$ cat src/design/cpu_params.svh
`ifndef CPU_PARAMS_SVH
`define CPU_PARAMS_SVH

// Data, instruction and address width
`define CPU_XLEN 32

// Register file size
`define CPU_REGS 32

// Unified memory size in words
`define CPU_MEM_DEPTH 256

// APB byte address width, word index sits in bits 9..2
`define CPU_APB_AW 10

// Stages per instruction
`define CPU_NUM_STAGES 5

`endif
$ cat src/design/cpu_pkg.sv
`default_nettype none

package cpu_pkg;

   // Opcode in instruction bits 31..27, other codes do nothing
   typedef enum logic [4:0] {
      INSTR_LOADI = 5'd1,
      INSTR_LOAD  = 5'd2,
      INSTR_STORE = 5'd3,
      INSTR_ALU   = 5'd4,
      INSTR_JNZ   = 5'd5,
      INSTR_HALT  = 5'd6
   } instr_type_t;

   // ALU operation in instruction bits 3..0
   typedef enum logic [3:0] {
      ALU_ADD = 4'd0,
      ALU_SUB = 4'd1,
      ALU_AND = 4'd2,
      ALU_OR  = 4'd3,
      ALU_XOR = 4'd4,
      ALU_SHL = 4'd5,
      ALU_SHR = 4'd6,
      ALU_SLT = 4'd7
   } alu_op_t;

   // One cycle per stage, in this order
   typedef enum logic [2:0] {
      STAGE_FETCH     = 3'd0,
      STAGE_DECODE    = 3'd1,
      STAGE_EXECUTE   = 3'd2,
      STAGE_WRITEBACK = 3'd3,
      STAGE_PC_UPDATE = 3'd4
   } stage_t;

endpackage

`default_nettype wire

$ cat src/design/stage_counter.sv
`default_nettype none
`include "cpu_params.svh"

module stage_counter #(
   parameter int N = `CPU_NUM_STAGES
) (
   input  wire logic     clk,
   input  wire logic     rst,
   input  wire logic     run,
   output cpu_pkg::stage_t stage
);

   logic last_stage;

   assign last_stage = (stage == cpu_pkg::stage_t'(N - 1));

   always_ff @(posedge clk or negedge rst) begin
      if (!rst) begin
         stage <= cpu_pkg::STAGE_FETCH;
      end else if (!run) begin
         // Parked so that a new run starts with a fetch
         stage <= cpu_pkg::STAGE_FETCH;
      end else if (last_stage) begin
         stage <= cpu_pkg::STAGE_FETCH;
      end else begin
         stage <= cpu_pkg::stage_t'(stage + 3'd1);
      end
   end

endmodule

`default_nettype wire

$ cat config.mk
export PLATFORM = sky130hd
export DESIGN_NAME = stage_counter
export DESIGN_NICKNAME = d
export VERILOG_FILES = /design/src/design/cpu_pkg.sv /design/src/design/stage_counter.sv
export VERILOG_INCLUDE_DIRS = /design/src /design/src/design
export SDC_FILE = /design/constraint.sdc
export NUM_CORES = 1
export LEC_CHECK = 0
export BUFFER_PORTS_ARGS = -buffer_cell sky130_fd_sc_hd__buf_2
export CORE_AREA = 2 2 39 41
export CTS_CLUSTER_DIAMETER = 100
export CTS_CLUSTER_SIZE = 10
export DETAILED_ROUTE_END_ITERATION = 16
export DIE_AREA = 0 0 41 43
export HOLD_SLACK_MARGIN = 0.15
export MAX_ROUTING_LAYER = met4
export PLACE_DENSITY_LB_ADDON = 0.05
export SYNTH_ARGS = -nofsm -noshare
export SYNTH_HDL_FRONTEND = slang
export SYNTH_SLANG_ARGS = --single-unit
$ cat constraint.sdc
create_clock -name clk -period 1.2 [get_ports clk]
set_input_delay 0.18 -clock clk [delete_from_list [all_inputs] [get_ports clk]]
set_output_delay 0.18 -clock clk [all_outputs]
set_load 0.03 [all_outputs]
==> results.yml <==
final_layout:
  reg_top3: "stage (3)"
  largest_register: "stage"
  largest_reg_flops: 3
  final_area_um2: 244
  syn_to_final_growth_pct: 68.1
  diodes: 0
  fill_cells: 166
  fin_cells: 39
  drive_above_1_share: 0.609
  multiInputGateArea_um2: 73.8
  seq_area_um2: 77.6
  nets: 29
synth:
  synth_top_area_share: 0.517
  synth_ff_type: "dfrtp_1"
  yosysSeqAreaShare: 0.517
  avgSynthCellArea_um2: 11.2
  synth_nets: 18
  synth_edf_count: 0
  synth_area_leader_cell: "dfrtp_1"
  yosys-top-cells-count: "3 x dfrtp_1, 3 x inv_1, 2 x ha_1"
  synth-seq-cells: 3
  synthTopCellsByArea: "dfrtp_1 52%, ha_1 17%, inv_1 7.8%"
  yosys.cell_types.count: 8
  synthCells: 13
  synthArstFlopShare: 1.00
  syn_area_um2: 145
  synth-warning-count: 0
power:
  seqPwrFrac: 0.342
  peakVddDrop_uv: 383
  p_leak_nw: 0.110
  p_int_w: 0.000259
  switching_share: 0.283
  pwr-share-clk: 0.502
  power.switching_w: 0.000102
  powerDensity_nw_per_um2: 1480
  total_power_w: 0.000361
  comb_power_share: 0.156
drt:
  routed_wl_um: 339
  wl_per_cell_um: 8.69
  viasPerCell: 3.38
  first_pass_iters: 2
  drc: 0
  initialDrtViolationCount: 1
  drtAntennaViolNets: 0
  vias: 132
worst_setup_path:
  crit_fanout: 4
  startpoint: "stage[0]"
  worstPathRequired_ns: 1.36
  ff2ff_path_depth: 3
  reg2reg_from: "stage[0]"
  reg2reg_slack_ns: 0.05
  reg2reg_to: "stage[2]"
  critPathLaunchType: "flop"
  critical_path_class: "flop to flop"
  crit_path_end_kind: "flop"
  crit_arrival_ns: 1.31
floorplanning:
  die_w_um: 41
  core_um2: 1380
  pin_count: 6
  die_h_um: 43
  initial_core_util: 0.105
  row_count: 14
  die_area_um2: 1760
placed_design:
  gp_congestion: 0.544
  port_buffers: 5
  place_inst: 34
  placed_area_um2: 208
timing:
  worst_slew_pin_slew_ns: 0.183
  post-route-min-period_ns: 1.15
  hold_viol_final: 0
  timing.fmax_ghz: 0.868
  clock_skew_ns: 0.00437
  period_share: 0.960
  drv_slew: 0
  rsz0062_at_grt: "false"
  setup_viol: 0
  relSlewSlack: 0.877
min_path:
  min_delay_worst_endpoint: "stage[1]"
  holdPathStages: 2
  hold_path.class: "input port to flop"
  min_from: "run"
cts:
  cts_buffer_depth: 2
  cts_resized: 0
  clk_latency_ns: 0.24
  cts_root_buf: "clkbuf_4"
  cts_buffers: 3
  clkSinkCount: 3
  cts_tree: "yes"
  cts_setup_buffers: 0
  clk_pin_slew_ns: 0.04
  hold_buffers: 1
  htree_levels: 1
global_route:
  grt_max_degree: 5
  grt_pass1_vias: 141
  overflow: 0
  grt_pass1_wl_um: 621
  antenna_found_initial: 0
  grt_usage: 0.0628
run_status:
  status: "completed"
run:
  drv_cap: 0
## worst max-delay path: stages, from the launching register on
cell and delay (ns):
dfrtp_2 0.43, ha_4 0.17, or3b_1 0.36, a21oi_1 0.12
## kinds of logic (layout without fill, tap and decap cells)
family | count (synthesis) | after routing | synth area share
AND/OR/NAND/NOR | 3 | 3 | 0.147
adder cells (fa/ha/maj) | 2 | 2 | 0.172
flip-flops | 3 | 3 | 0.517
buffers and inverters | 3 | 13 | 0.0776
AO/OA/AOI/OAI | 2 | 2 | 0.0862
## layout make-up
class,count,area share
Multi-Input combinational cell,7,0.303
Inverter,3,0.0462
Clock buffer,4,0.108
Tap cell,16,0.0821
Timing Repair Buffer,6,0.144
Sequential cell,3,0.318
## stage by stage
step,setup slack [ns],hold WS [ns],utilization,TNS (ns)
after detailed placement,0.0428,-0.0140,0.150,0
after floorplan,-0.0102,-0.116,-,-0.0102
final,0.0485,0.172,0.176,0
after global placement,0.0365,-0.0137,0.150,0
after global routing,0.00637,0.169,0.176,0
after CTS,0.0374,0.163,0.176,0
## layer usage
metal / global-route usage / vias to the layer above / wire length (um)
met1: 0.0581 / 66 / 132
met3: 0.0471 / 2 / 14
li1: - / 60 / -
met2: 0.0688 / 4 / 177
met4: 0.0800 / 0 / 14
met5: - / - / 0
## cells in the final DEF (no fill, tap or decap), drive strengths merged
cell type    n
or3b         1
a21oi        1
a211oi       1
buf          5
and2         1
clkbuf       4
nand2b       1
ha           2
inv          3
dlygate4sd3  1
dfrtp        3
## how the worst max path moves through the flow
stage,to,cells past startpoint,slack (ns)
floorplan,stage[2],4,-0.01
global placement,stage[2],3,0.04
detailed placement,stage[2],3,0.04
CTS,stage[2],3,0.04
global route,stage[2],3,0.006
finish,stage[2],3,0.05
## power by group through the flow
stage	logic, W	registers (W)	clock network, W
2_1_floorplan	0.0000188	0.000141	0
3_3_place_gp	0.0000585	0.000125	0
3_5_place_dp	0.0000555	0.000126	0
4_1_cts	0.0000580	0.000124	0.000194
5_1_grt	0.0000651	0.000125	0.000202
6_report	0.0000565	0.000123	0.000181
(Power assumes the default switching activity.)
