File: src/design/cpu_params.svh
`ifndef CPU_PARAMS_SVH
`define CPU_PARAMS_SVH

// Data, instruction and address width
`define CPU_XLEN 32

// Register file size
`define CPU_REGS 32

// Unified memory size in words
`define CPU_MEM_DEPTH 256

// APB byte address width, word index sits in bits 9..2
`define CPU_APB_AW 10

// Stages per instruction
`define CPU_NUM_STAGES 5

`endif
File: src/design/register_file.sv
`default_nettype none
`include "cpu_params.svh"

module register_file (
   input  wire logic                         clk,
   input  wire logic                         rst,
   input  wire logic [$clog2(`CPU_REGS)-1:0] raddr_0,
   input  wire logic [$clog2(`CPU_REGS)-1:0] raddr_1,
   input  wire logic [$clog2(`CPU_REGS)-1:0] waddr,
   input  wire logic [`CPU_XLEN-1:0]         wdata,
   input  wire logic                         wen,
   output logic [`CPU_XLEN-1:0]              rdata_0,
   output logic [`CPU_XLEN-1:0]              rdata_1
);

   logic [`CPU_XLEN-1:0] regs [`CPU_REGS];

   // Writes to r0 are dropped
   always_ff @(posedge clk) begin
      if (wen && waddr != '0) begin
         regs[waddr] <= wdata;
      end
   end

   // Registered read ports, r0 reads as zero
   always_ff @(posedge clk or negedge rst) begin
      if (!rst) begin
         rdata_0 <= '0;
         rdata_1 <= '0;
      end else begin
         if (raddr_0 == '0) begin
            rdata_0 <= '0;
         end else begin
            rdata_0 <= regs[raddr_0];
         end
         if (raddr_1 == '0) begin
            rdata_1 <= '0;
         end else begin
            rdata_1 <= regs[raddr_1];
         end
      end
   end

endmodule

`default_nettype wire

File: config.mk
export PLATFORM = sky130hd
export DESIGN_NAME = register_file
export DESIGN_NICKNAME = d
export VERILOG_FILES = /design/src/design/register_file.sv
export VERILOG_INCLUDE_DIRS = /design/src /design/src/design
export SDC_FILE = /design/constraint.sdc
export NUM_CORES = 1
export LEC_CHECK = 0
export BUFFER_PORTS_ARGS = -buffer_cell sky130_fd_sc_hd__buf_2
export CORE_MARGIN = 1.5
export CORE_UTILIZATION = 57
export CTS_BUF_LIST = sky130_fd_sc_hd__clkbuf_16
export DETAILED_ROUTE_END_ITERATION = 16
export PLACE_DENSITY = 0.78
export SYNTH_ARGS = -nofsm -noshare
export SYNTH_HDL_FRONTEND = slang
export SYNTH_SLANG_ARGS = --single-unit
File: constraint.sdc
create_clock -name clk -period 3.2 [get_ports clk]
set_input_delay 0.64 -clock clk [delete_from_list [all_inputs] [get_ports clk]]
set_output_delay 0.64 -clock clk [all_outputs]
set_load 0.01 [all_outputs]
==> impl_metrics.env <==
export IMPL_status="completed"
export IMPL_timing_final_ws_setup_ps=928
export IMPL_r2r_end="rdata_1[16]"
export IMPL_crit_family="compound AO/OA/AOI/OAI gates"
export IMPL_fin_skew_ps=27.2
export IMPL_p_leak_nw=18.8
export IMPL_fin_crit_ps=2270
export IMPL_cts_sinks=1088
export IMPL_final_nets=2857
export IMPL_final_common_cell="edfxtp_1"
export IMPL_grt_pass1_vias=31000
export IMPL_ff2ff_setup_slack_ps=1170
export IMPL_viasPerCell=7.61
export IMPL_clock_latency_ps=690
export IMPL_grt_pass1_wl_um=217000
export IMPL_totalPowerFinal_mw=30.7
export IMPL_vias=30800
export IMPL_cts_root_buf="clkbuf_16"
export IMPL_place_hpwl_um=83700
export IMPL_crit_buf_inv=2
export IMPL_finalMaxSlewViolations=0
export IMPL_avgSynthCellArea_um2=18.8
export IMPL_antenna_left=0
export IMPL_path_class="input port to flip-flop"
export IMPL_yosysWarnings=0
export IMPL_max_cap_viol_count=0
export IMPL_holdPathEnd="rdata_1[2]"
export IMPL_layout_drive_gt1_share_pct=28.8
export IMPL_min_delay_start="raddr_1[3]"
export IMPL_dr_first_iter_drc_count=5066
export IMPL_num_rows=107
export IMPL_synth_ff_type="edfxtp_1"
export IMPL_dp_slack_ps=289
export IMPL_rsz0062_at_grt="false"
export IMPL_end_kind="flip-flop"
export IMPL_reg2regPathDepth=5
export IMPL_grt_total_usage_pct=34.4
export IMPL_synth_area_um2=49500
export IMPL_cts_tree="done"
export IMPL_gp_congestion=0.855
export IMPL_syn_to_final_growth_pct=12.9
export IMPL_cts_clk_slew_worst_paths_ps=60
export IMPL_rr_startpoint="regs[24][16]"
export IMPL_cts_htree_levels=3
export IMPL_overflow=0
export IMPL_port_buffers=113
export IMPL_finalSetupTns_ps=0
export IMPL_vdd_drop_max_mv=0.443
export IMPL_core_area_um2=85700
export IMPL_slew_headroom_pct=35.7
export IMPL_cts_buffer_depth=3
export IMPL_grt_max_degree=74
export IMPL_synthCells=2628
export IMPL_startpoint_type="input port"
export IMPL_arrival_ps=2810
export IMPL_die_w_um=298
export IMPL_timing_final_crit_share_pct=71.0
export IMPL_first_pass_iters=6
export IMPL_antenna_found_initial=5
export IMPL_remaining_drc_errors=0
export IMPL_crit_chain="buf_8 > buf_12 > mux2i_1 > a221oi_1 > o21ai_0 > a311oi_1"
export IMPL_cts_setup_buffers=0
export IMPL_cts_made_buffers=105
export IMPL_wl_per_cell_um=37.8
export IMPL_synth_edf_count=1024
export IMPL_die_h_um=298
export IMPL_crit_slowest_cell="buf_8"
export IMPL_ioPinCount=114
export IMPL_synth_seq_cells=1088
export IMPL_tightest_slew_ps=962
export IMPL_routed_wl_um=153000
export IMPL_start_util_pct=57.8
export IMPL_die_area_um2=88700
export IMPL_setup_violations_final=0
export IMPL_fmax_mhz=440
export IMPL_yosysUniqueCellTypes=39
export IMPL_synthArstFlopShare_pct=5.88
export IMPL_holdPathStages=3
export IMPL_final_cell_mix="edfxtp_1, mux2i_1, mux4_2"
export IMPL_crit_fanout=60
export IMPL_power_density_nw_per_um2=550
export IMPL_hp_class="input port to flip-flop"
export IMPL_critPathMaxStageDelay_ps=510
export IMPL_fin_worst_hold_slack_ps=449
export IMPL_cp_data_required_time_ps=3740
export IMPL_hold_viol=0
export IMPL_seq_area_frac_synth_pct=65.3
layer usage:
metal / vias up / GRT usage (%) / wire [um] / part of all wire [%]
li1: 11600 / - / - / -
met1: 15700 / 46.0 / 52100 / 34
met2: 2913 / 52.1 / 69900 / 46
met3: 588 / 9.03 / 21300 / 14
met4: 4 / 18.7 / 9260 / 6.1
met5: - / 0 / 22 / 0.014
worst max path at each step:
stage / depth (start not counted) / to / startpoint
final: 6 / rdata_0[22] / raddr_0[2]
after global routing: 6 / rdata_0[23] / raddr_0[2]
after CTS: 6 / rdata_0[22] / raddr_0[2]
after detailed placement: 6 / rdata_0[23] / raddr_0[2]
after global placement: 6 / rdata_0[22] / raddr_0[2]
after floorplan: 3 / regs[12][0] / waddr[1]
cell families (layout without fill, tap and decap cells):
| family | Yosys count | in the layout | synth area share [%] |
|---|---|---|---|
| multiplexers | 736 | 736 | 24.3 |
| other | 1 | 33 | 0.00757 |
| AO/OA/AOI/OAI | 375 | 375 | 5.89 |
| flip-flops | 1088 | 1088 | 65.3 |
| buffers and inverters | 218 | 457 | 2.36 |
| AND/OR/NAND/NOR | 210 | 210 | 2.10 |
tightest hold or removal path, stage by stage:
cell      delay (ps)
buf_4            160
nand4_1          170
a211oi_1         100
synthesized netlist by cell type, drive strengths merged, types with 2 or more instances:
library cell / n / area [um2]
edfxtp: 1024 / 30700
mux4: 352 / 8130
nor2: 37 / 141
inv: 2 / 7.51
mux2i: 320 / 3200
a221oi: 55 / 601
nand4: 32 / 200
or3: 2 / 12.5
a311oi: 32 / 280
a22oi: 64 / 480
o221ai: 64 / 561
nor2b: 37 / 231
mux2: 64 / 721
and2: 2 / 12.5
o2111ai: 9 / 78.8
or3b: 5 / 43.8
o21ai: 55 / 275
dfrtp: 64 / 1600
nand2: 83 / 312
buf: 117 / 785
clkbuf: 99 / 375
nand3b: 6 / 45.0
a211oi: 64 / 480
a21oi: 32 / 160
nand3: 2 / 10.0
report_power, final:
| part | total [mW] | switching (mW) | internal [mW] |
|---|---|---|---|
| Sequential | 16.0 | 0.169 | 15.9 |
| Combinational | 2.69 | 1.61 | 1.08 |
| Clock | 12.0 | 5.36 | 6.66 |
| Total | 30.7 | 7.13 | 23.6 |
metrics by stage:
step | instances | instance area [um2] | utilization, %
floorplan | 2659 | 49600 | -
global placement | 3843 | 52600 | 61.4
detailed placement | 3843 | 52600 | 61.4
CTS | 4042 | 55900 | 65.2
global route | 4043 | 55900 | 65.2
finish | 4043 | 55900 | 65.2
what timing repair did:
item / CTS / global route
hold buffers: 1 / 0
endpoints found under the hold margin: 1 / 0
resized for setup: 0 / 0
registers in the layout, indices dropped and copies added (netlist names):
register and count:
rdata_0 32, rdata_1 32, regs 1024
cell type report:
type                    count  area (um2)
well taps                1144        1430
clock inverters            92         658
inverters                   2        8.76
flip-flops and latches   1088       32400
multi-input cells        1353       16400
repair buffers            257        2380
fillers                  5501       29800
diodes                      1        2.50
clock buffers             106        2650
No activity file was read; power rests on OpenSTA's default activity.
