--- src/design/cpu_params.svh ---
`ifndef CPU_PARAMS_SVH
`define CPU_PARAMS_SVH

// Data, instruction and address width
`define CPU_XLEN 32

// Register file size
`define CPU_REGS 32

// Unified memory size in words
`define CPU_MEM_DEPTH 256

// APB byte address width, word index sits in bits 9..2
`define CPU_APB_AW 10

// Stages per instruction
`define CPU_NUM_STAGES 5

`endif
--- src/design/cpu_pkg.sv ---
`default_nettype none

package cpu_pkg;

   // Opcode in instruction bits 31..27, other codes do nothing
   typedef enum logic [4:0] {
      INSTR_LOADI = 5'd1,
      INSTR_LOAD  = 5'd2,
      INSTR_STORE = 5'd3,
      INSTR_ALU   = 5'd4,
      INSTR_JNZ   = 5'd5,
      INSTR_HALT  = 5'd6
   } instr_type_t;

   // ALU operation in instruction bits 3..0
   typedef enum logic [3:0] {
      ALU_ADD = 4'd0,
      ALU_SUB = 4'd1,
      ALU_AND = 4'd2,
      ALU_OR  = 4'd3,
      ALU_XOR = 4'd4,
      ALU_SHL = 4'd5,
      ALU_SHR = 4'd6,
      ALU_SLT = 4'd7
   } alu_op_t;

   // One cycle per stage, in this order
   typedef enum logic [2:0] {
      STAGE_FETCH     = 3'd0,
      STAGE_DECODE    = 3'd1,
      STAGE_EXECUTE   = 3'd2,
      STAGE_WRITEBACK = 3'd3,
      STAGE_PC_UPDATE = 3'd4
   } stage_t;

endpackage

`default_nettype wire

--- src/design/cpu_control.sv ---
`default_nettype none
`include "cpu_params.svh"

module cpu_control (
   input  wire logic                         clk,
   input  wire logic                         rst,
   input  wire logic                         start,
   input  wire cpu_pkg::stage_t              stage,
   input  wire logic [`CPU_XLEN-1:0]         mem_rdata,
   input  wire logic [`CPU_XLEN-1:0]         rdata_0,
   input  wire logic [`CPU_XLEN-1:0]         rdata_1,
   input  wire logic [`CPU_XLEN-1:0]         alu_result,
   output logic                              running,
   output logic                              halted,
   output logic [`CPU_XLEN-1:0]              pc_value,
   output logic [$clog2(`CPU_REGS)-1:0]      reg_raddr_0,
   output logic [$clog2(`CPU_REGS)-1:0]      reg_raddr_1,
   output logic [$clog2(`CPU_REGS)-1:0]      reg_waddr,
   output logic [`CPU_XLEN-1:0]              reg_wdata,
   output logic                              reg_wen,
   output logic [`CPU_XLEN-1:0]              mem_addr,
   output logic [`CPU_XLEN-1:0]              mem_wdata,
   output logic                              mem_wen,
   output logic [`CPU_XLEN-1:0]              alu_in_0,
   output logic [`CPU_XLEN-1:0]              alu_in_1,
   output cpu_pkg::alu_op_t                  alu_op
);

   logic [`CPU_XLEN-1:0]         pc;
   logic [`CPU_XLEN-1:0]         pc_next;
   logic [`CPU_XLEN-1:0]         issue_reg;
   logic [`CPU_XLEN-1:0]         imm;
   logic [$clog2(`CPU_REGS)-1:0] rd;
   logic [$clog2(`CPU_REGS)-1:0] ra;
   logic [$clog2(`CPU_REGS)-1:0] rb;
   cpu_pkg::instr_type_t         itype;
   logic                         writes_reg;

   // Instruction fields
   assign itype = cpu_pkg::instr_type_t'(issue_reg[31:27]);
   assign rd    = issue_reg[26:22];
   assign ra    = issue_reg[21:17];
   assign rb    = issue_reg[16:12];
   assign imm   = {16'h0000, issue_reg[15:0]};

   assign pc_value = pc;

   // Idle, running and halted held in two flags
   always_ff @(posedge clk or negedge rst) begin
      if (!rst) begin
         running <= 1'b0;
         halted  <= 1'b0;
         pc      <= '0;
      end else if (!running) begin
         if (start) begin
            running <= 1'b1;
            halted  <= 1'b0;
            pc      <= '0;
         end
      end else if (stage == cpu_pkg::STAGE_PC_UPDATE) begin
         if (itype == cpu_pkg::INSTR_HALT) begin
            running <= 1'b0;
            halted  <= 1'b1;
         end else begin
            pc <= pc_next;
         end
      end
   end

   always_ff @(posedge clk or negedge rst) begin
      if (!rst) begin
         issue_reg <= '0;
      end else if (running && stage == cpu_pkg::STAGE_FETCH) begin
         issue_reg <= mem_rdata;
      end
   end

   // Port 1 carries rb for ALU ops and rd otherwise (store data, jump test)
   assign reg_raddr_0 = ra;
   assign reg_raddr_1 = (itype == cpu_pkg::INSTR_ALU) ? rb : rd;

   // Jump target in ra, condition in rd
   assign pc_next = (itype == cpu_pkg::INSTR_JNZ && rdata_1 != '0) ? rdata_0 : pc + 1'b1;

   assign alu_in_0 = rdata_0;
   assign alu_in_1 = rdata_1;
   assign alu_op   = cpu_pkg::alu_op_t'(issue_reg[3:0]);

   // Fetch uses the PC, later stages address through ra
   assign mem_addr  = (stage == cpu_pkg::STAGE_FETCH) ? pc : rdata_0;
   assign mem_wdata = rdata_1;
   assign mem_wen   = running && stage == cpu_pkg::STAGE_EXECUTE &&
                      itype == cpu_pkg::INSTR_STORE;

   always_comb begin
      case (itype)
         cpu_pkg::INSTR_LOADI: begin
            writes_reg = 1'b1;
            reg_wdata  = imm;
         end
         cpu_pkg::INSTR_LOAD: begin
            writes_reg = 1'b1;
            reg_wdata  = mem_rdata;
         end
         cpu_pkg::INSTR_ALU: begin
            writes_reg = 1'b1;
            reg_wdata  = alu_result;
         end
         default: begin
            writes_reg = 1'b0;
            reg_wdata  = alu_result;
         end
      endcase
   end

   assign reg_waddr = rd;
   assign reg_wen   = running && stage == cpu_pkg::STAGE_WRITEBACK && writes_reg;

endmodule

`default_nettype wire

--- config.mk ---
export PLATFORM = sky130hd
export DESIGN_NAME = cpu_control
export DESIGN_NICKNAME = d
export VERILOG_FILES = /design/src/design/cpu_pkg.sv /design/src/design/cpu_control.sv
export VERILOG_INCLUDE_DIRS = /design/src /design/src/design
export SDC_FILE = /design/constraint.sdc
export NUM_CORES = 1
export LEC_CHECK = 0
export BUFFER_PORTS_ARGS = -buffer_cell sky130_fd_sc_hd__buf_2
export CAP_MARGIN = 15
export CORE_AREA = 2 2 136 138
export CTS_CLUSTER_SIZE = 12
export DETAILED_ROUTE_END_ITERATION = 7
export DIE_AREA = 0 0 138 140
export HOLD_SLACK_MARGIN = 0.08
export REMOVE_ABC_BUFFERS = 1
export SYNTH_ARGS = -nofsm -noshare
export SYNTH_HDL_FRONTEND = slang
export SYNTH_SLANG_ARGS = --single-unit
--- constraint.sdc ---
create_clock -name clk -period 1.9 [get_ports clk]
set_input_delay 0.095 -clock clk [delete_from_list [all_inputs] [get_ports clk]]
set_output_delay 0.095 -clock clk [all_outputs]
set_load 0.05 [all_outputs]
==> out/qor.yml <==
outcome: "complete, but fails checks"
failed_checks: "setup timing"
area_growth_pct: 69.2
crit_type: "flip-flop to primary output"
finalCritPeriodShare_pct: 108
max_slew_margin_pct: 65.2
cts_num_sinks: 66
power_frac_clock_pct: 20.2
routabilityCongestion: 0.829
drc: 0
antenna_found_initial: 2
syn_area_um2: 5410
die_y_um: 140
power.switching_uw: 4140
crit_required_ns: 1.80
endpoint_kind: "primary output"
dieArea_um2: 19300
grt_pass1_wl_um: 32000
clk_pin_slew_ns: 0.06
async_flop_share_pct: 100
grt_pass1_vias: 5664
cp-start-kind: "flip-flop"
track_usage_pct: 20.7
cts_buffers: 9
place_ws_ns: -0.0139
power.share.switching_pct: 48.2
dp_hpwl_um: 15000
worstPathMaxFanout: 8
grt_max_degree: 37
dr.pass1.iters: 5
vdd_drop_max_mv: 0.620
synth_top_area_cell: "dfrtp_1"
p_leak_uw: 0.00443
num_vias: 6215
clk_path_buf_depth: 2
htree_levels: 3
synth-main-ff-cell: "dfrtp_1"
tightest_slew_ns: 0.522
dr.first_iter.drc_count: 400
synth.distinct_cells: 49
cts_tree: "yes"
placed_area_um2: 7080
fillers: 1589
synthTopCellsByArea: "dfrtp_1 (31%), buf_4 (15%), mux2_2 (14%), nand2_1 (7.7%), o21ai_0 (2.9%)"
ant_nets: 0
multi_input_area_um2: 3350
period_minus_slack_ns: 2.04
synth_cells: 619
synth_top_cell_area_share_pct: 30.5
cap_violations: 0
seq_area_frac_synth_pct: 30.5
final_nets: 1113
setup_viol: 43
drive_above_1_share_pct: 65.9
routedWlPerCell_um: 18.7
pwr-share-seq_pct: 23.0
p_int_uw: 4440
rsz0062_at_grt: "true"
postLayoutCellArea_um2: 9150
utilization_pct: 51.5
synth_seq_cells: 66
worstPathArrival_ns: 1.95
synth_common_cells: "buf_4 (111), nand2_1 (111), mux2_2 (68), dfrtp_1 (66), o21ai_0 (31)"
fp-row-count: 49
hold_viol_final: 0
ios: 349
port-buffer-count: 348
clock_latency_ns: 0.34
seqCellArea_um2: 1650
cts_root_buf: "clkbuf_16"
combPwrFrac_pct: 56.8
drv_slew: 0
synth.avg_cell_area_um2: 8.74
finalClockSkew_ns: 0.0104
powerDensity_nw_per_um2: 937
synth_edf_count: 0
core_area_um2: 17800
grt.overflow.total: 0
start_util_pct: 30.4
setup_slack_ns: -0.143
die_w_um: 138
via_per_inst: 5.12
holdCritPathClass: "input port to flip-flop"
totalWireLength_um: 22700
max_freq_ghz: 0.490
yosys_warnings: 0
-- path summary, 6_finish.rpt --
kind                                            from                       end  slack, ns  depth (start not counted)
max reg2reg                  pc_value[1]$_DFFE_PN0P_  pc_value[18]$_DFFE_PN0P_      -0.09                          8
min reg2reg                 issue_reg[9]$_DFFE_PN0P_  issue_reg[9]$_DFFE_PN0P_       0.51                          1
max                        issue_reg[31]$_DFFE_PN0P_              reg_wdata[5]      -0.14                          8
min                                       rdata_0[1]   pc_value[1]$_DFFE_PN0P_       0.09                          3
max in group asynchronous                        rst  pc_value[20]$_DFFE_PN0P_       0.99                          3
min in group asynchronous                        rst   pc_value[9]$_DFFE_PN0P_       0.27                          2
-- critical path, cell delays in order, from the launching register on --
cell,delay (ns)
dfrtp_2,0.45
nor3_4,0.21
nor3b_4,0.24
buf_6,0.19
nor2_4,0.07
buf_12,0.16
nand2_4,0.06
nand2_2,0.07
buf_8,0.16
-- power by group through the flow --
stage	logic [uW]	registers, uW	clock network (uW)
after floorplan	1420	2850	0
after global placement	4040	1960	0
after detailed placement	4060	1970	0
after CTS	4440	1950	1760
after global routing	5100	2020	1820
final	4870	1970	1730
-- routing by layer --
layer / vias to the layer above / track usage [%] / share of wire (%)
li1: 2872 / - / -
met1: 3024 / 26.3 / 41
met2: 294 / 35.4 / 51
met3: 25 / 4.14 / 6.8
met4: 0 / 6.39 / 1.8
met5: - / 0 / 0
-- logic make-up (layout without fill, tap and decap cells) --
group                      after synthesis  in the layout  synth area share [%]
and+or+nand+nor                        227            227                  20.8
adders and majority gates                1              1                 0.231
muxes                                   83             83                  16.9
xor gates and xnor gates                 4              4                 0.648
buffers and inverters                  149            513                  19.2
DFF                                     66             66                  30.5
AOI/OAI and AO/OA                       89             89                  11.7
other                                    0              2                     0
-- layout make-up --
class,count,area share (%)
timing repair buffer,495,38.7
multi-input combinational,404,36.6
sequential,66,18.1
tap,229,3.13
clock buffer,10,2.61
clock inverter,6,0.725
inverter,2,0.0821
antenna,2,0.0547
-- through the flow --
stage / hold slack (ns) / TNS [ns] / total power [uW] / instances
6_report: 0.0855 / -3.70 / 8570 / 1214
5_1_grt: 0.0938 / -9.08 / 8940 / 1212
4_1_cts: 0.0884 / -4.22 / 8150 / 1192
3_5_place_dp: 0.103 / -0.0162 / 6020 / 1119
3_3_place_gp: 0.102 / 0 / 6000 / 1119
2_1_floorplan: -0.201 / -231.94 / 4270 / 472
-- timing repair --
| item | 4_1_cts | 5_1_grt |
|---|---|---|
| gates resized for setup | 115 | 146 |
| endpoints found under the setup margin | 41 | 71 |
| endpoints found under the hold margin | 79 | 0 |
| cloned | 3 | 6 |
| pin swaps | 21 | 38 |
| setup buffers | 9 | 16 |
| hold buffers | 46 | 0 |
-- layout by cell type, fill, tap and decap left out, types with 15 or more instances in the layout --
cell type	instances
buf_4	84
dlygate4sd3_1	46
dfrtp_1	64
nand4_1	17
nand2_1	61
buf_6	22
buf_2	308
clkbuf_16	15
nand3_1	17
o21ai_0	19
buf_8	16
nand2_2	21
nand2_4	28
mux2_2	63
(Power assumes the default switching activity.)
