==> src/design/cpu_params.svh <==
`ifndef CPU_PARAMS_SVH
`define CPU_PARAMS_SVH

// Data, instruction and address width
`define CPU_XLEN 32

// Register file size
`define CPU_REGS 32

// Unified memory size in words
`define CPU_MEM_DEPTH 256

// APB byte address width, word index sits in bits 9..2
`define CPU_APB_AW 10

// Stages per instruction
`define CPU_NUM_STAGES 5

`endif
==> src/design/cpu_pkg.sv <==
`default_nettype none

package cpu_pkg;

   // Opcode in instruction bits 31..27, other codes do nothing
   typedef enum logic [4:0] {
      INSTR_LOADI = 5'd1,
      INSTR_LOAD  = 5'd2,
      INSTR_STORE = 5'd3,
      INSTR_ALU   = 5'd4,
      INSTR_JNZ   = 5'd5,
      INSTR_HALT  = 5'd6
   } instr_type_t;

   // ALU operation in instruction bits 3..0
   typedef enum logic [3:0] {
      ALU_ADD = 4'd0,
      ALU_SUB = 4'd1,
      ALU_AND = 4'd2,
      ALU_OR  = 4'd3,
      ALU_XOR = 4'd4,
      ALU_SHL = 4'd5,
      ALU_SHR = 4'd6,
      ALU_SLT = 4'd7
   } alu_op_t;

   // One cycle per stage, in this order
   typedef enum logic [2:0] {
      STAGE_FETCH     = 3'd0,
      STAGE_DECODE    = 3'd1,
      STAGE_EXECUTE   = 3'd2,
      STAGE_WRITEBACK = 3'd3,
      STAGE_PC_UPDATE = 3'd4
   } stage_t;

endpackage

`default_nettype wire

==> src/design/alu.sv <==
`default_nettype none
`include "cpu_params.svh"

module alu (
   input  wire logic [`CPU_XLEN-1:0] in_0,
   input  wire logic [`CPU_XLEN-1:0] in_1,
   input  wire cpu_pkg::alu_op_t     op,
   output logic [`CPU_XLEN-1:0]      result
);

   logic [4:0] shamt;
   logic       less;

   // Shift amount from the low five bits only
   assign shamt = in_1[4:0];
   assign less  = $signed(in_0) < $signed(in_1);

   always_comb begin
      case (op)
         cpu_pkg::ALU_ADD: begin
            result = in_0 + in_1;
         end
         cpu_pkg::ALU_SUB: begin
            result = in_0 - in_1;
         end
         cpu_pkg::ALU_AND: begin
            result = in_0 & in_1;
         end
         cpu_pkg::ALU_OR: begin
            result = in_0 | in_1;
         end
         cpu_pkg::ALU_XOR: begin
            result = in_0 ^ in_1;
         end
         cpu_pkg::ALU_SHL: begin
            result = in_0 << shamt;
         end
         cpu_pkg::ALU_SHR: begin
            result = in_0 >> shamt;
         end
         cpu_pkg::ALU_SLT: begin
            result = {{(`CPU_XLEN-1){1'b0}}, less};
         end
         default: begin
            result = '0;
         end
      endcase
   end

endmodule

`default_nettype wire

==> config.mk <==
export PLATFORM = sky130hd
export DESIGN_NAME = alu
export DESIGN_NICKNAME = d
export VERILOG_FILES = /design/src/design/cpu_pkg.sv /design/src/design/alu.sv
export VERILOG_INCLUDE_DIRS = /design/src /design/src/design
export SDC_FILE = /design/constraint.sdc
export NUM_CORES = 1
export LEC_CHECK = 0
export ABC_CLOCK_PERIOD_IN_PS = 8500
export BUFFER_PORTS_ARGS = -buffer_cell sky130_fd_sc_hd__clkbuf_2
export CORE_ASPECT_RATIO = 0.5
export CORE_MARGIN = 8
export CORE_UTILIZATION = 30
export DETAILED_ROUTE_END_ITERATION = 12
export PLACE_DENSITY = 0.48
export SLEW_MARGIN = 5
export SYNTH_ARGS = -nofsm -noshare
export SYNTH_HDL_FRONTEND = slang
export SYNTH_SLANG_ARGS = --single-unit
==> constraint.sdc <==
create_clock -name vclk -period 8.5
set_input_delay 1.275 -clock vclk [all_inputs]
set_output_delay 1.275 -clock vclk [all_outputs]
set_load 0.01 [all_outputs]
==> summary.txt, run 1 <==
Status
  • Status: completed

Flow run
  • Max Cap Viol: 0

Yosys
  • Post-synth net total: 1389
  • Syn Area/Cell: 6.58 um2
  • Post-synthesis cell type count: 73
  • Mapped Area: 0.00798 mm2
  • Post-Syn Instances: 1213
  • Warnings from Yosys: 0
  • Post-synthesis sequential area ratio: 0

Route
  • DRT Pass-1 Iters: 7
  • Final ANT Viol Nets: 0
  • Final WL: 39000 um
  • DR vias/cell: 6.10
  • DR DRC count: 0
  • Vias: 9673
  • Routed length per placed instance: 24.6 um
  • 1st-iter DRT viols: 1246

Finish
  • Final Non-Filler Cells: 1586
  • Commonest non-fill, non-tap cell in the layout: nor2_1
  • Clock buffers: 0
  • # fillers: 2967
  • Post-layout util: 0.329
  • Share of layout cells above drive strength 1: 0.132
  • Register area: 0 um2
  • Synth-to-layout area growth: 8.44%
  • Diode count: 0
  • FFs & Latches: 0
  • Commonest cells after routing, fill and taps aside: nor2_1 (153), o21ai_0 (133), a21oi_1 (114)
  • Nets: 1412
  • Final Cell Area: 0.00865 mm2

Floorplan
  • Rows: 42
  • Initial Utilization: 0.304
  • Die Span Y: 131 um
  • Die Wd: 247 um
  • # IOs: 100
  • Die area: 0.0324 mm2
  • CORE AREA: 0.0263 mm2

Min path
  • Min-delay worst type: input pin to output port

STA
  • Final hold violations: 0
  • Highest Clock Rate: 0.155 GHz
  • Final Critical Period: 6460 ps
  • Fin. max-slew vios: 0
  • Fin crit share: 0.760
  • Setup TNS: 0 ps
  • Worst-margin pin slew: 1290 ps
  • Relative slew slack: 0.133
  • Setup violations, final: 0
  • Unrepaired setup endpoints after global routing: false
  • PnR worst setup slack: 2040 ps
  • Min Hold Slack: 3150 ps

Placement
  • Worst slack at placement: 2160 ps
  • Port bufs: 100
  • Post-detail-place hpwl: 31700 um
  • RePlAce Congestion: 1.02
  • Placed cell count: 1586
  • Placed cell area: 0.00865 mm2

Clocking
  • Post-CTS Hold Buffers: 0
  • Post-cts repair resize count: 0
  • # Post-CTS Setup Buffers: 0

Critical path
  • Required time of the worst setup path: 7220 ps
  • Crit Path Category: input pin to output port
  • CP Max Fanout: 40
  • Startpoint types: input pin
  • Endpoint type of the worst setup path: output port
  • CP arrival: 5180 ps

GRT
  • Largest net degree at the start of global routing: 90
  • Initial antenna violation count: 1
  • Number of global-route vias before repair: 9238
  • Global-route wire length before repair: 58600 um
  • GRT Residual Overflow: 0
  • Gr usage total: 0.227

Power and ir drop
  • Lkg Pwr: 3.84 nW
  • P per Cell Area: 69.9 mW/mm2
  • Max rail drop VDD: 0.0205 mV
  • Tot Pwr: 604 uW
-- cells in the mapped netlist (3+ instances only) --
cell / count / share of area
a221oi_1: 16 / 0.018
buf_2: 19 / 0.012
o21bai_1: 15 / 0.014
nand2b_1: 8 / 0.0063
o21ai_1: 7 / 0.0044
buf_1: 15 / 0.0071
ha_1: 106 / 0.17
o22ai_1: 12 / 0.0094
nor2_1: 153 / 0.072
o21a_1: 4 / 0.0038
nor3_1: 17 / 0.011
a211oi_1: 17 / 0.016
o21ai_0: 133 / 0.083
nor2b_1: 3 / 0.0024
clkbuf_1: 59 / 0.028
mux4_2: 25 / 0.071
a21boi_0: 4 / 0.0038
nand2_1: 92 / 0.043
a2111oi_0: 3 / 0.0033
a21o_1: 15 / 0.014
nand3_1: 15 / 0.0094
xor2_1: 4 / 0.0044
o211ai_1: 33 / 0.031
a21oi_1: 114 / 0.072
a211o_1: 7 / 0.0077
o31ai_1: 7 / 0.0066
xnor2_1: 23 / 0.025
and3_1: 5 / 0.0039
nor4_1: 14 / 0.011
o221ai_1: 7 / 0.0077
or2_2: 3 / 0.0024
o311a_1: 3 / 0.0038
nand4_1: 6 / 0.0047
inv_1: 92 / 0.043
a31oi_1: 12 / 0.0094
a22oi_1: 28 / 0.026
mux2i_1: 57 / 0.072
nand3b_1: 3 / 0.0028
or3_1: 9 / 0.0071
-- cells by family after synthesis --
| logic type | count (synthesis) | synth area share |
|---|---|---|
| fa+ha+maj | 108 | 0.171 |
| mux | 84 | 0.145 |
| xor+xnor | 27 | 0.0296 |
| compound gates | 470 | 0.378 |
| simple gates | 334 | 0.182 |
| buf+inv | 190 | 0.0946 |
-- cell type report --
class | count | area (um2) | share of cell area
Timing Repair Buffer | 116 | 623 | 0.0720
Multi-Input combinational cell | 1023 | 7230 | 0.836
Tap cell | 352 | 440 | 0.0509
Inverter | 95 | 359 | 0.0415
-- power by group --
part / switching, mW / leakage, nW / internal [mW]
registers: 0 / 0 / 0
logic: 0.400 / 3.84 / 0.205
clock network: 0 / 0 / 0
total: 0.400 / 3.84 / 0.205
-- path summary, 6_finish.rpt --
check   endpoint  startpoint  depth (start not counted)  slack, ps
max    result[0]     in_1[2]                         15       2040
min    result[0]       op[1]                          4       3150
-- critical path, stage by stage --
cell       delay, ps
clkbuf_2          90
inv_1             50
buf_4            460
ha_1             390
nor2b_1          210
o211ai_1         200
a2111oi_0        520
a211o_1          280
o21ai_1          180
a21oi_2          270
a21oi_1          100
o21ai_0          240
mux2i_1          470
o21ai_0          240
clkbuf_2         180
-- metal layers --
layer / wire, um / vias up / GRT usage
met3: 2810 / 46 / 0.0194
met5: 13 / - / 0
met2: 18000 / 436 / 0.370
li1: - / 4481 / -
met4: 664 / 2 / 0.0371
met1: 17500 / 4708 / 0.324
(Power assumes the default switching activity.)
==> run 2: changes to the inputs <==
--- a/config.mk
+++ b/config.mk
@@ -6,7 +6,7 @@
 export SDC_FILE = /design/constraint.sdc
 export NUM_CORES = 1
 export LEC_CHECK = 0
-export ABC_CLOCK_PERIOD_IN_PS = 8500
+export ABC_CLOCK_PERIOD_IN_PS = 6300
 export BUFFER_PORTS_ARGS = -buffer_cell sky130_fd_sc_hd__clkbuf_2
 export CORE_ASPECT_RATIO = 0.5
 export CORE_MARGIN = 8
==> constraint.sdc (replaced) <==
create_clock -name vclk -period 6.3
set_input_delay 0.945 -clock vclk [all_inputs]
set_output_delay 0.945 -clock vclk [all_outputs]
set_load 0.01 [all_outputs]
==> run 2 against run 1 <==
  * Cell count rose by 0.82%
  * Critical path depth fell by 1
  * Sequential share of layout area did not move
  * Final area rose by 1.1%
  * Worst hold slack got worse by 650 ps
  * Core utilization rose by 0.37 points
==> summary.txt, run 2 (synthesized netlist as in run 1, its figures left out) <==
Status
  • Status: completed

Power and ir drop
  • Combinational power share: 1.000
  • Sw Share: 0.661
  • P_sw: 553 uW
  • Pint: 284 uW
  • Clk pwr share: 0
  • P per Cell Area: 95.7 mW/mm2
  • Sequential Power Share: 0
  • Max rail drop VDD: 0.0245 mV
  • Lkg Pwr: 3.90 nW

Critical path
  • CP arrival: 4780 ps
  • Crit Path Category: input pin to output port
  • Startpoint types: input pin
  • Slowest stage delay, CP: 550 ps
  • CP Max Fanout: 9
  • Required time of the worst setup path: 5350 ps
  • Cell Chain, Critical Path: clkbuf_2 -> inv_1 -> ha_1 -> nor2_1 -> o211ai_1 -> a2111oi_0 -> a211o_1 -> o21ai_1 -> a21oi_2 -> a21oi_1 -> o21ai_0 -> mux2i_1 -> o21ai_0 -> clkbuf_2
  • Critical-path top delay cell: a2111oi_0
  • Endpoint type of the worst setup path: output port

Finish
  • Share of layout cells above drive strength 1: 0.141
  • Commonest non-fill, non-tap cell in the layout: nor2_1
  • Post-layout util: 0.333
  • Synth-to-layout area growth: 9.66%
  • Commonest cells after routing, fill and taps aside: nor2_1 (153), o21ai_0 (133), a21oi_1 (114)
  • FFs & Latches: 0
  • Diode count: 0
  • # fillers: 2897
  • Nets: 1425
  • Register area: 0 um2
  • Clock buffers: 0

GRT
  • Initial antenna violation count: 0
  • GRT Residual Overflow: 0
  • Gr usage total: 0.238
  • Number of global-route vias before repair: 9311
  • Global-route wire length before repair: 61000 um
  • Largest net degree at the start of global routing: 88

Route
  • DRT Pass-1 Iters: 5
  • Final ANT Viol Nets: 0
  • DR DRC count: 0
  • Final WL: 40800 um
  • 1st-iter DRT viols: 1269
  • Vias: 9774
  • Routed length per placed instance: 25.5 um
  • DR vias/cell: 6.11

STA
  • Unrepaired setup endpoints after global routing: false
  • Setup violations, final: 0
  • Relative slew slack: 0.312
  • Fin. max-slew vios: 0
  • Fin crit share: 0.909
  • Final hold violations: 0
  • Final Critical Period: 5730 ps
  • Worst-margin pin slew: 1020 ps
  • Setup TNS: 0 ps
  • Highest Clock Rate: 0.175 GHz

Floorplan
  • # IOs: 100
  • Initial Utilization: 0.304
  • Die Wd: 247 um
  • CORE AREA: 0.0263 mm2
  • Die Span Y: 131 um
  • Die area: 0.0324 mm2
  • Rows: 42

Clocking
  • Post-cts repair resize count: 0
  • Post-CTS Hold Buffers: 0
  • # Post-CTS Setup Buffers: 0

Placement
  • RePlAce Congestion: 1.01
  • Port bufs: 100
  • Post-detail-place hpwl: 33000 um

Flow run
  • Max Cap Viol: 0

Min path
  • Min-delay worst type: input pin to output port
-- run 2: worst max-delay path, delay by kind of cell --
kind	cells	cell delay, ps
AO/OA/AOI/OAI	8	2110
adder cells (fa/ha/maj)	1	430
buffers and inverters	3	540
multiplexers	1	480
AND/OR/NAND/NOR	1	260
-- run 2: final cells by class --
class	instances	area [um2]	share of cell area
multi-input combinational	1023	7230	0.826
timing repair buffer	129	721	0.0824
tap	352	440	0.0504
inverter	95	359	0.0411
-- run 2: per-layer routing --
metal,vias to the layer above,part of all wire,track usage
li1,4505,-,-
met1,4700,0.45,0.344
met2,507,0.44,0.380
met3,62,0.079,0.0233
met4,0,0.023,0.0466
met5,-,0,0
-- run 2: power groups by stage --
stage / Sequential, mW / Combinational [mW] / Clock (mW)
finish: 0 / 0.837 / 0
global route: 0 / 0.896 / 0
CTS: 0 / 0.816 / 0
detailed placement: 0 / 0.813 / 0
global placement: 0 / 0.815 / 0
floorplan: 0 / 0.521 / 0
-- run 2: stage by stage --
step | power (mW) | instances | hold slack, ps | area [um2] | worst slack, ps
2_1_floorplan | 0.521 | 1213 | 2130 | 7980 | 1020
3_5_place_dp | 0.813 | 1599 | 2500 | 8750 | 768
5_1_grt | 0.896 | 1599 | 2550 | 8750 | 344
6_report | 0.837 | 1599 | 2500 | 8750 | 571
3_3_place_gp | 0.815 | 1599 | 2510 | 8750 | 847
4_1_cts | 0.816 | 1599 | 2500 | 8750 | 738
-- run 2: final timing paths --
path	from	slack [ps]	depth (start not counted)	end
setup / recovery	in_1[4]	570	14	result[0]
hold / removal	op[1]	2500	4	result[0]
